`src/hdl/bubl_pkg.sv`:
```
// Bubble Bobble memory side shared widths, ROM map and variant constants
`default_nettype none

package bubl_pkg;

    // SDRAM word channel
    localparam int SDRAM_AW = 22;        // Word address
    localparam int SDRAM_DW = 16;        // Read word

    // Byte-wide ROM download
    localparam int IOCTL_AW = 25;

    // CPU ROM port byte address widths
    localparam int MAIN_AW = 18;         // Main Z80, banked
    localparam int SUB_AW  = 15;         // Sub Z80
    localparam int MCU_AW  = 12;         // 6801 internal ROM
    localparam int SND_AW  = 15;         // Sound Z80

    // Region starts in the ROM image, in bytes
    localparam logic [SDRAM_AW-1:0] SUB_START = 22'h2_8000;
    localparam logic [SDRAM_AW-1:0] SND_START = 22'h3_0000;
    localparam logic [SDRAM_AW-1:0] MCU_START = 22'h3_8000;

    // Same regions as SDRAM word offsets
    localparam logic [SDRAM_AW-1:0] MAIN_OFFSET = '0;
    localparam logic [SDRAM_AW-1:0] SUB_OFFSET  = SUB_START >> 1;
    localparam logic [SDRAM_AW-1:0] MCU_OFFSET  = MCU_START >> 1;
    localparam logic [SDRAM_AW-1:0] SND_OFFSET  = SND_START >> 1;

    // Colour PROMs follow the CPU and graphics ROMs in the image and
    // never reach the SDRAM
    localparam logic [IOCTL_AW-1:0] PROM_START = 25'hC_0000;

    // Both Tokio sets open with this byte, Bubble Bobble does not
    localparam logic [7:0] TOKIO_ID = 8'h7e;

    // Slots sharing the SDRAM read channel
    localparam int NSLOTS = 4;

endpackage

`default_nettype wire

```
`src/hdl/bubl_cen.sv`:
```
// Clock enable generator giving 12, 6, 4 and 3 MHz strobes from 24 MHz
`timescale 1ns/100ps
`default_nettype none

module bubl_cen (
    input  wire  clk,
    input  wire  rst24,
    output logic cen12,
    output logic cen6,
    output logic cen4,
    output logic cen3
);

    logic [4:0] cnt;    // 24 is the common multiple of 2, 4, 6, 8

    // Decodes sit on the last count of each period so that
    // nothing fires in the first cycle out of reset
    always_ff @(posedge clk or posedge rst24) begin
        if (rst24) begin
            cnt   <= '0;
            cen12 <= 1'b0;
            cen6  <= 1'b0;
            cen4  <= 1'b0;
            cen3  <= 1'b0;
        end else begin
            cnt   <= (cnt == 5'd23) ? 5'd0 : cnt + 5'd1;
            cen12 <= (cnt % 2) == 1;
            cen6  <= (cnt % 4) == 3;
            cen4  <= (cnt % 6) == 5;
            cen3  <= (cnt % 8) == 7;
        end
    end

    // Pixel clock enables must stay phase aligned
    assert property (@(posedge clk) disable iff (rst24) cen6 |-> cen12);

endmodule

`default_nettype wire

```
`src/hdl/bubl_dwnld.sv`:
```
// ROM download adapter turning the byte stream into SDRAM writes and PROM strobes
`timescale 1ns/100ps
`default_nettype none

module bubl_dwnld (
    input  wire                          clk,
    input  wire                          rst24,
    input  wire                          downloading,
    input  wire  [bubl_pkg::IOCTL_AW-1:0] ioctl_addr,
    input  wire  [7:0]                   ioctl_dout,
    input  wire                          ioctl_wr,
    input  wire                          sdram_ack,
    output logic [bubl_pkg::SDRAM_AW-1:0] prog_addr,
    output logic [7:0]                   prog_data,
    output logic [1:0]                   prog_mask,
    output logic                         prog_we,
    output logic                         prom_we
);

    import bubl_pkg::*;

    logic wr_valid;
    logic is_prom;

    assign wr_valid = ioctl_wr && downloading;
    assign is_prom  = ioctl_addr >= PROM_START;

    // Write data and byte lane, shared by SDRAM and PROM paths
    always_ff @(posedge clk) begin
        if (wr_valid) begin
            prog_addr <= ioctl_addr[SDRAM_AW:1];
            prog_data <= ioctl_dout;
            prog_mask <= ioctl_addr[0] ? 2'b01 : 2'b10;   // Active low
        end
    end

    always_ff @(posedge clk or posedge rst24) begin
        if (rst24) begin
            prog_we <= 1'b0;
            prom_we <= 1'b0;
        end else begin
            prom_we <= 1'b0;
            if (sdram_ack)
                prog_we <= 1'b0;        // Controller took the word
            if (wr_valid) begin
                if (is_prom)
                    prom_we <= 1'b1;    // Single strobe
                else
                    prog_we <= 1'b1;    // Held until ack
            end
        end
    end

    // The loader must pace its bytes to the SDRAM acknowledge
    assert property (@(posedge clk) disable iff (rst24)
        ioctl_wr |-> !prog_we || sdram_ack);

endmodule

`default_nettype wire

```
`src/hdl/bubl_rom_slot.sv`:
```
// One-word ROM cache for a CPU port, fetching misses through the SDRAM arbiter
`timescale 1ns/100ps
`default_nettype none

module bubl_rom_slot #(
    parameter int                            AW     = 15,
    parameter logic [bubl_pkg::SDRAM_AW-1:0] OFFSET = '0
) (
    input  wire                          clk,
    input  wire                          rst24,
    input  wire                          cs,
    input  wire  [AW-1:0]                addr,
    output logic                         ok,
    output logic [7:0]                   data,
    output logic                         req,
    output logic [bubl_pkg::SDRAM_AW-1:0] req_addr,
    input  wire                          grant,
    input  wire                          rdy,
    input  wire  [bubl_pkg::SDRAM_DW-1:0] rdata
);

    import bubl_pkg::*;

    logic [SDRAM_DW-1:0] word;          // Cached word
    logic [AW-2:0]       word_addr;     // Its word address in the region
    logic                valid;
    logic [AW-2:0]       fetch_addr;    // Address of the read in progress
    logic                granted;       // Read accepted, data on its way
    logic                hit;

    assign hit  = valid && (word_addr == addr[AW-1:1]);
    assign ok   = cs && hit;
    assign data = addr[0] ? word[15:8] : word[7:0];

    assign req_addr = OFFSET + SDRAM_AW'(fetch_addr);

    always_ff @(posedge clk) begin
        if (!req && cs && !hit)
            fetch_addr <= addr[AW-1:1];
        if (granted && rdy) begin
            word      <= rdata;
            word_addr <= fetch_addr;
        end
    end

    // Idle, requesting, then waiting for the word
    always_ff @(posedge clk or posedge rst24) begin
        if (rst24) begin
            req     <= 1'b0;
            granted <= 1'b0;
            valid   <= 1'b0;
        end else begin
            if (!req) begin
                if (cs && !hit)
                    req <= 1'b1;
            end else if (!granted) begin
                if (grant)
                    granted <= 1'b1;
            end else if (rdy) begin
                req     <= 1'b0;
                granted <= 1'b0;
                valid   <= 1'b1;
            end
        end
    end

    // Only one read is in flight, so the next rdy belongs to this grant
    assert property (@(posedge clk) disable iff (rst24)
        grant |-> req until_with rdy);

endmodule

`default_nettype wire

```
`src/hdl/bubl_rom_arb.sv`:
```
// Round-robin arbiter sharing the single-request SDRAM read channel among ROM slots
`timescale 1ns/100ps
`default_nettype none

module bubl_rom_arb (
    input  wire                          clk,
    input  wire                          rst24,
    input  wire                          downloading,
    input  wire  [bubl_pkg::NSLOTS-1:0]  req,
    input  wire  [bubl_pkg::SDRAM_AW-1:0] req_addr0,
    input  wire  [bubl_pkg::SDRAM_AW-1:0] req_addr1,
    input  wire  [bubl_pkg::SDRAM_AW-1:0] req_addr2,
    input  wire  [bubl_pkg::SDRAM_AW-1:0] req_addr3,
    output logic [bubl_pkg::NSLOTS-1:0]  grant,
    output logic                         rdy,
    output logic [bubl_pkg::SDRAM_DW-1:0] rdata,
    output logic                         sdram_req,
    output logic [bubl_pkg::SDRAM_AW-1:0] sdram_addr,
    input  wire                          sdram_ack,
    input  wire                          data_rdy,
    input  wire  [bubl_pkg::SDRAM_DW-1:0] data_read
);

    import bubl_pkg::*;

    localparam int SW = $clog2(NSLOTS);

    logic          req_q;       // Request presented to the SDRAM
    logic          busy;        // Accepted, data not back yet
    logic [SW-1:0] sel;         // Slot owning the current read
    logic [SW-1:0] last;        // Last slot granted
    logic [SW-1:0] pick;
    logic          pick_vld;
    logic [SW-1:0] rr_idx;
    logic [SDRAM_AW-1:0] pick_addr;
    logic          start;

    // Search from the slot after the last grant, nearest one wins
    always_comb begin
        pick_vld = 1'b0;
        pick     = last;
        rr_idx   = last;
        for (int i = NSLOTS; i >= 1; i--) begin
            rr_idx = SW'((int'(last) + i) % NSLOTS);
            if (req[rr_idx]) begin
                pick_vld = 1'b1;
                pick     = rr_idx;
            end
        end
    end

    always_comb begin
        case (pick)
            2'd0:    pick_addr = req_addr0;
            2'd1:    pick_addr = req_addr1;
            2'd2:    pick_addr = req_addr2;
            default: pick_addr = req_addr3;
        endcase
    end

    assign start     = !req_q && !busy && !downloading && pick_vld;
    assign sdram_req = req_q && !downloading;   // Download owns the bus
    assign grant     = (sdram_req && sdram_ack) ? {{(NSLOTS-1){1'b0}}, 1'b1} << sel : '0;
    assign rdy       = busy && data_rdy;
    assign rdata     = data_read;

    always_ff @(posedge clk) begin
        if (start)
            sdram_addr <= pick_addr;
    end

    always_ff @(posedge clk or posedge rst24) begin
        if (rst24) begin
            req_q <= 1'b0;
            busy  <= 1'b0;
            sel   <= '0;
            last  <= SW'(NSLOTS - 1);  // First search starts at slot 0
        end else begin
            if (sdram_req && sdram_ack) begin
                req_q <= 1'b0;
                busy  <= 1'b1;
                last  <= sel;
            end else if (req_q && downloading) begin
                req_q <= 1'b0;          // Withdrawn, slot asks again later
            end else if (start) begin
                req_q <= 1'b1;
                sel   <= pick;
            end
            if (rdy)
                busy <= 1'b0;
        end
    end

    assert property (@(posedge clk) disable iff (rst24)
        |grant |=> (grant == '0) until_with data_rdy);

    // No pending read survives into a download
    assert property (@(posedge clk) disable iff (rst24)
        downloading ##1 downloading |-> !req_q);

endmodule

`default_nettype wire

```
`src/hdl/bubl_game.sv`:
```
// Bubble Bobble game core memory side with ROM load, CPU ROM slots and start control
`timescale 1ns/100ps
`default_nettype none

module bubl_game (
    input  wire                          clk,
    input  wire                          rst24,
    // ROM download
    input  wire                          downloading,
    input  wire  [bubl_pkg::IOCTL_AW-1:0] ioctl_addr,
    input  wire  [7:0]                   ioctl_dout,
    input  wire                          ioctl_wr,
    output logic                         dwnld_busy,
    output logic [bubl_pkg::SDRAM_AW-1:0] prog_addr,
    output logic [7:0]                   prog_data,
    output logic [1:0]                   prog_mask,
    output logic                         prog_we,
    output logic                         prom_we,
    // SDRAM read channel
    output logic                         sdram_req,
    output logic [bubl_pkg::SDRAM_AW-1:0] sdram_addr,
    input  wire                          sdram_ack,
    input  wire                          data_rdy,
    input  wire  [bubl_pkg::SDRAM_DW-1:0] data_read,
    // CPU ROM ports
    input  wire                          main_cs,
    input  wire  [bubl_pkg::MAIN_AW-1:0] main_addr,
    output logic                         main_ok,
    output logic [7:0]                   main_data,
    input  wire                          sub_cs,
    input  wire  [bubl_pkg::SUB_AW-1:0]  sub_addr,
    output logic                         sub_ok,
    output logic [7:0]                   sub_data,
    input  wire                          mcu_cs,
    input  wire  [bubl_pkg::MCU_AW-1:0]  mcu_addr,
    output logic                         mcu_ok,
    output logic [7:0]                   mcu_data,
    input  wire                          snd_cs,
    input  wire  [bubl_pkg::SND_AW-1:0]  snd_addr,
    output logic                         snd_ok,
    output logic [7:0]                   snd_data,
    // Control
    output logic                         cpu_start,
    output logic                         tokio,
    output logic                         pxl2_cen,  // 12 MHz
    output logic                         pxl_cen,   // 6 MHz
    output logic                         cen4,
    output logic                         cen3
);

    import bubl_pkg::*;

    logic [NSLOTS-1:0]   slot_req;
    logic [NSLOTS-1:0]   slot_grant;
    logic [SDRAM_AW-1:0] main_req_addr, sub_req_addr, mcu_req_addr, snd_req_addr;
    logic                arb_rdy;
    logic [SDRAM_DW-1:0] arb_rdata;
    logic                slot_rst;

    assign dwnld_busy = downloading;
    assign slot_rst   = rst24 | downloading;    // Caches go stale while ROM is rewritten

    bubl_cen u_cen (
        .clk   ( clk      ),
        .rst24 ( rst24    ),
        .cen12 ( pxl2_cen ),
        .cen6  ( pxl_cen  ),
        .cen4  ( cen4     ),
        .cen3  ( cen3     )
    );

    bubl_dwnld u_dwnld (
        .clk         ( clk         ),
        .rst24       ( rst24       ),
        .downloading ( downloading ),
        .ioctl_addr  ( ioctl_addr  ),
        .ioctl_dout  ( ioctl_dout  ),
        .ioctl_wr    ( ioctl_wr    ),
        .sdram_ack   ( sdram_ack   ),
        .prog_addr   ( prog_addr   ),
        .prog_data   ( prog_data   ),
        .prog_mask   ( prog_mask   ),
        .prog_we     ( prog_we     ),
        .prom_we     ( prom_we     )
    );

    // Single byte check, both Tokio sets share it
    always_ff @(posedge clk or posedge rst24) begin
        if (rst24)
            tokio <= 1'b0;
        else if (ioctl_wr && downloading && ioctl_addr == '0)
            tokio <= ioctl_dout == TOKIO_ID;
    end

    // CPUs run once every ROM port has its first byte
    always_ff @(posedge clk or posedge rst24) begin
        if (rst24)
            cpu_start <= 1'b0;
        else if (!downloading && &{main_ok, sub_ok, mcu_ok, snd_ok})
            cpu_start <= 1'b1;
    end

    // Chip selects forced high before start to prefetch the reset vectors
    bubl_rom_slot #(.AW(MAIN_AW), .OFFSET(MAIN_OFFSET)) u_main (
        .clk ( clk ), .rst24 ( slot_rst ),
        .cs ( main_cs | ~cpu_start ), .addr ( main_addr ),
        .ok ( main_ok ), .data ( main_data ),
        .req ( slot_req[0] ), .req_addr ( main_req_addr ),
        .grant ( slot_grant[0] ), .rdy ( arb_rdy ), .rdata ( arb_rdata )
    );

    bubl_rom_slot #(.AW(SUB_AW), .OFFSET(SUB_OFFSET)) u_sub (
        .clk ( clk ), .rst24 ( slot_rst ),
        .cs ( sub_cs | ~cpu_start ), .addr ( sub_addr ),
        .ok ( sub_ok ), .data ( sub_data ),
        .req ( slot_req[1] ), .req_addr ( sub_req_addr ),
        .grant ( slot_grant[1] ), .rdy ( arb_rdy ), .rdata ( arb_rdata )
    );

    bubl_rom_slot #(.AW(MCU_AW), .OFFSET(MCU_OFFSET)) u_mcu (
        .clk ( clk ), .rst24 ( slot_rst ),
        .cs ( mcu_cs | ~cpu_start ), .addr ( mcu_addr ),
        .ok ( mcu_ok ), .data ( mcu_data ),
        .req ( slot_req[2] ), .req_addr ( mcu_req_addr ),
        .grant ( slot_grant[2] ), .rdy ( arb_rdy ), .rdata ( arb_rdata )
    );

    bubl_rom_slot #(.AW(SND_AW), .OFFSET(SND_OFFSET)) u_snd (
        .clk ( clk ), .rst24 ( slot_rst ),
        .cs ( snd_cs | ~cpu_start ), .addr ( snd_addr ),
        .ok ( snd_ok ), .data ( snd_data ),
        .req ( slot_req[3] ), .req_addr ( snd_req_addr ),
        .grant ( slot_grant[3] ), .rdy ( arb_rdy ), .rdata ( arb_rdata )
    );

    bubl_rom_arb u_arb (
        .clk         ( clk           ),
        .rst24       ( rst24         ),
        .downloading ( downloading   ),
        .req         ( slot_req      ),
        .req_addr0   ( main_req_addr ),
        .req_addr1   ( sub_req_addr  ),
        .req_addr2   ( mcu_req_addr  ),
        .req_addr3   ( snd_req_addr  ),
        .grant       ( slot_grant    ),
        .rdy         ( arb_rdy       ),
        .rdata       ( arb_rdata     ),
        .sdram_req   ( sdram_req     ),
        .sdram_addr  ( sdram_addr    ),
        .sdram_ack   ( sdram_ack     ),
        .data_rdy    ( data_rdy      ),
        .data_read   ( data_read     )
    );

endmodule

`default_nettype wire

```
`config.mk`:
```
export PLATFORM = sky130hd
export DESIGN_NAME = bubl_game
export DESIGN_NICKNAME = d
export VERILOG_FILES = /design/src/hdl/bubl_pkg.sv /design/src/hdl/bubl_cen.sv /design/src/hdl/bubl_dwnld.sv /design/src/hdl/bubl_rom_slot.sv /design/src/hdl/bubl_rom_arb.sv /design/src/hdl/bubl_game.sv
export SDC_FILE = /design/constraint.sdc
export NUM_CORES = 1
export LEC_CHECK = 0
export BUFFER_PORTS_ARGS = -buffer_cell sky130_fd_sc_hd__buf_2
export CORE_UTILIZATION = 49
export CTS_CLUSTER_SIZE = 16
export DETAILED_ROUTE_END_ITERATION = 8
export PLACE_DENSITY_LB_ADDON = 0.05
export SLEW_MARGIN = 10
export SYNTH_ARGS = -nofsm -noshare
export SYNTH_HDL_FRONTEND = slang
export SYNTH_SLANG_ARGS = --single-unit
```
`constraint.sdc`:
```
create_clock -name clk -period 2.9 [get_ports clk]
set_clock_uncertainty 0.2 [all_clocks]
set_input_delay 0.145 -clock clk [delete_from_list [all_inputs] [get_ports clk]]
set_output_delay 0.145 -clock clk [all_outputs]
set_load 0.02 [all_outputs]
```
==> results.md <==
* Status: finished, final reports clean
* Routed wire per std cell at 19.1 µm
* MaxCap Viol Count at 0
* Largest net degree at the start of global routing at 36
* Clock power frac at 0.315
* Hpwl dp at 15300 µm
* Crit-path cells: inv_1, o21ai_1, a21oi_1, o21ai_1, inv_1, ha_1, a222oi_1, mux2i_1
* Die Width at 144 µm
* Sw Share at 0.288
* Setup violations, final at 0
* Total power at 11.3 mW
* Slowest stage cell, crit path: dfrtp_1
* Ys async rst share at 0.121
* Startpoint types: register
* CP max stage delay at 0.55 ns
* Combinational share of power at 0.214
* Share of layout cells above drive strength 1 at 0.291
* Worst Hold End: cpu_start
* Setup TNS at 0 ns
* Area Growth Syn to Fin at 35.2%
* Vias in the first global route at 6305
* Worst Hold Class: in -> reg
* Worst skew pair latency at 0.52 ns
* Netlist cell types at 52
* Yosys warnings at 0
* Fin crit period at 2.73 ns
* Bufs on Longest Clock Path at 3
* Crit path arrival time at 2.76 ns
* CTS tree: yes
* Post-DRT Antenna Nets at 0
* Io pins at 219
* DR iter-0 viols at 492
* Critical Path Sink Type: register
* Fill count at 1394
* Mapped Avg Cell Area at 17.3 µm²
* FF+latch area at 7530 µm²
* Footprint of the multi-input gates at 2140 µm²
* Final WL at 23000 µm
* GPL Wtd Cong at 0.820
* Commonest non-fill, non-tap cell in the layout: edfxtp_1
* Top FF cell, synth: edfxtp_1
* Number of enable flip-flop cells after synthesis at 225
* P_leak at 5.18 nW
* H-tree depth at 1
* Internal power at 8.06 mW
* P per Cell Area at 850 nW/µm²
* Row count at 51
* Root buf cell: clkbuf_16
* Register area share after synthesis at 0.765
* Worst Tran Pin Value at 1.05 ns
* VDD IR max at 0.611 mV
* Period utilization at 0.941
* Nets@finish at 1046
* Die area at 20700 µm²
* Vias per cell at 5.13
* Slew headroom at 0.298
* Most frequent cells in the layout: edfxtp_1 (225), buf_2 (213), dlygate4sd3_1 (116)
* Initial Utilization at 0.503
* Critical R2R Capture: u_arb.sdram_addr[5]
* Cell family with most CP delay: compound AO/OA/AOI/OAI gates
* Die Ht at 144 µm
* Crit Reg-Reg Startpoint: u_sub.req
* Clk sinks at 256
* All-layer global routing usage at 0.227
* Total CTS buffers at 27
* Worst hold margin at 0.0421 ns
* Port bufs at 213
* CTS clk-pin slew, worst paths at 0.06 ns
* Critical path class: reg -> reg
* Post_cts resized at 0
* Post-synth design cell area at 9850 µm²
* Number of remaining DRC errors at 0
* First-pass GRT wire length at 34800 µm
* Initial antenna violation count at 0
* Worst path required time at 2.93 ns
* Hold Crit Depth at 4
* FF-to-FF setup slack at 0.17 ns
* Hold Crit Start: snd_cs
* Via count at 6170
* Total gr overflow at 0
* WP buf/inv at 2
* CP max FO at 17
* Router iterations before antenna repair at 5
* RSZ-0062 raised after global routing: false
* Sw Pwr at 3.25 mW
* Diode count at 0
* Core box area at 19600 µm²
* Yosys reg bits at 256
* Flop pwr share at 0.471
* R2r worst-path depth at 8
* Maximum clock frequency at 367 MHz
* Syn Inst Count at 570
* Slew Limit Fails at 0
* Final hold vios at 0
-- power groups by stage --
stage | registers, mW | clock network (mW) | logic, mW
detailed placement | 5.38 | 0 | 2.28
floorplan | 5.40 | 0 | 1.37
CTS | 5.32 | 3.63 | 2.42
global route | 5.38 | 3.78 | 2.65
finish | 5.32 | 3.56 | 2.42
global placement | 5.38 | 0 | 2.19
-- worst max path at each step --
stage | from | to | slack [ns] | cells after the start
final | u_sub.req | u_arb.sdram_addr[5] | 0.17 | 8
after global routing | u_sub.req | u_arb.sdram_addr[5] | 0.02 | 8
after CTS | u_snd.word_addr[7] | snd_ok | 0.21 | 5
after detailed placement | u_main.req | u_arb.sdram_addr[3] | 0.29 | 8
after global placement | u_main.req | u_arb.sdram_addr[5] | 0.45 | 8
after floorplan | u_main.word_addr[10] | u_main.fetch_addr[0] | 0.10 | 4
-- routing by layer --
layer	global-route usage	routed length, µm	share of wire	up-vias
met1	0.311	9960	0.43	3048
li1	-	-	-	2848
met4	0.0677	497	0.022	0
met5	0	0	0	-
met2	0.373	11100	0.48	234
met3	0.0387	1370	0.060	40
-- stage by stage --
stage                     setup WS, ns  cells  cell area [µm²]   util
after floorplan                  0.104    574             9860      -
after global placement           0.450   1037            11200  0.573
after detailed placement         0.285   1037            11200  0.573
after CTS                        0.212   1202            13300  0.679
after global routing            0.0173   1202            13300  0.679
final                            0.172   1202            13300  0.679
-- flip-flops by register name (all words and copies together) (netlist names), 14 cells and up --
name and cells:
u_main.word_addr 17, u_main.fetch_addr 17, u_arb.sdram_addr 17, u_snd.fetch_addr 14, u_sub.word 16, u_main.word 16, u_snd.word_addr 14, u_sub.word_addr 14
u_snd.word 16, u_mcu.word 16, u_sub.fetch_addr 14, u_dwnld.prog_addr 22
-- area by class of cell --
| cell class | instances | area share |
|---|---|---|
| Sequential cell | 256 | 0.566 |
| Tap cell | 265 | 0.0249 |
| Clock inverter | 15 | 0.0135 |
| Timing Repair Buffer | 335 | 0.171 |
| Inverter | 28 | 0.00790 |
| Clock buffer | 34 | 0.0559 |
| Multi-Input combinational cell | 269 | 0.161 |
-- synth_stat cells (4+ instances only) --
cell | count | area [µm²]
dfrtp_1 | 29 | 726
a21oi_1 | 10 | 50.1
nand4_1 | 13 | 81.3
a21o_1 | 8 | 60.1
nand2_1 | 15 | 56.3
o21ai_1 | 13 | 65.1
ha_1 | 10 | 125
buf_4 | 6 | 45.0
inv_2 | 5 | 18.8
edfxtp_1 | 225 | 6760
clkbuf_1 | 14 | 52.6
mux2i_1 | 11 | 110
nor2b_1 | 5 | 31.3
nor4_1 | 4 | 25.0
nor2_1 | 14 | 52.6
nor3_1 | 8 | 40.0
and3_1 | 4 | 25.0
mux2_1 | 35 | 394
inv_1 | 22 | 82.6
xnor2_1 | 52 | 455
nand2b_1 | 6 | 37.5
a222oi_1 | 11 | 110
xor2_1 | 5 | 43.8
-- worst min-delay path, delay by kind of cell --
| family | cells | cell delay (ns) |
|---|---|---|
| buf+inv | 1 | 0.08 |
| compound gates | 1 | 0.20 |
| simple gates | 2 | 0.29 |
-- cell families after synthesis --
group	Yosys count	share of synthesized area
buffers and inverters	49	0.0211
xor gates and xnor gates	57	0.0507
muxes	46	0.0512
AOI/OAI and AO/OA	60	0.0430
adders and majority gates	10	0.0127
DFF	256	0.765
and+or+nand+nor	91	0.0557
other	1	0.000381
-- repair_timing --
action | 4_1_cts | 5_1_grt
buffers inserted | 0 | 0
hold buffers | 116 | 0
endpoints found under the hold margin | 192 | 0
No activity file was read; power rests on OpenSTA's default activity.
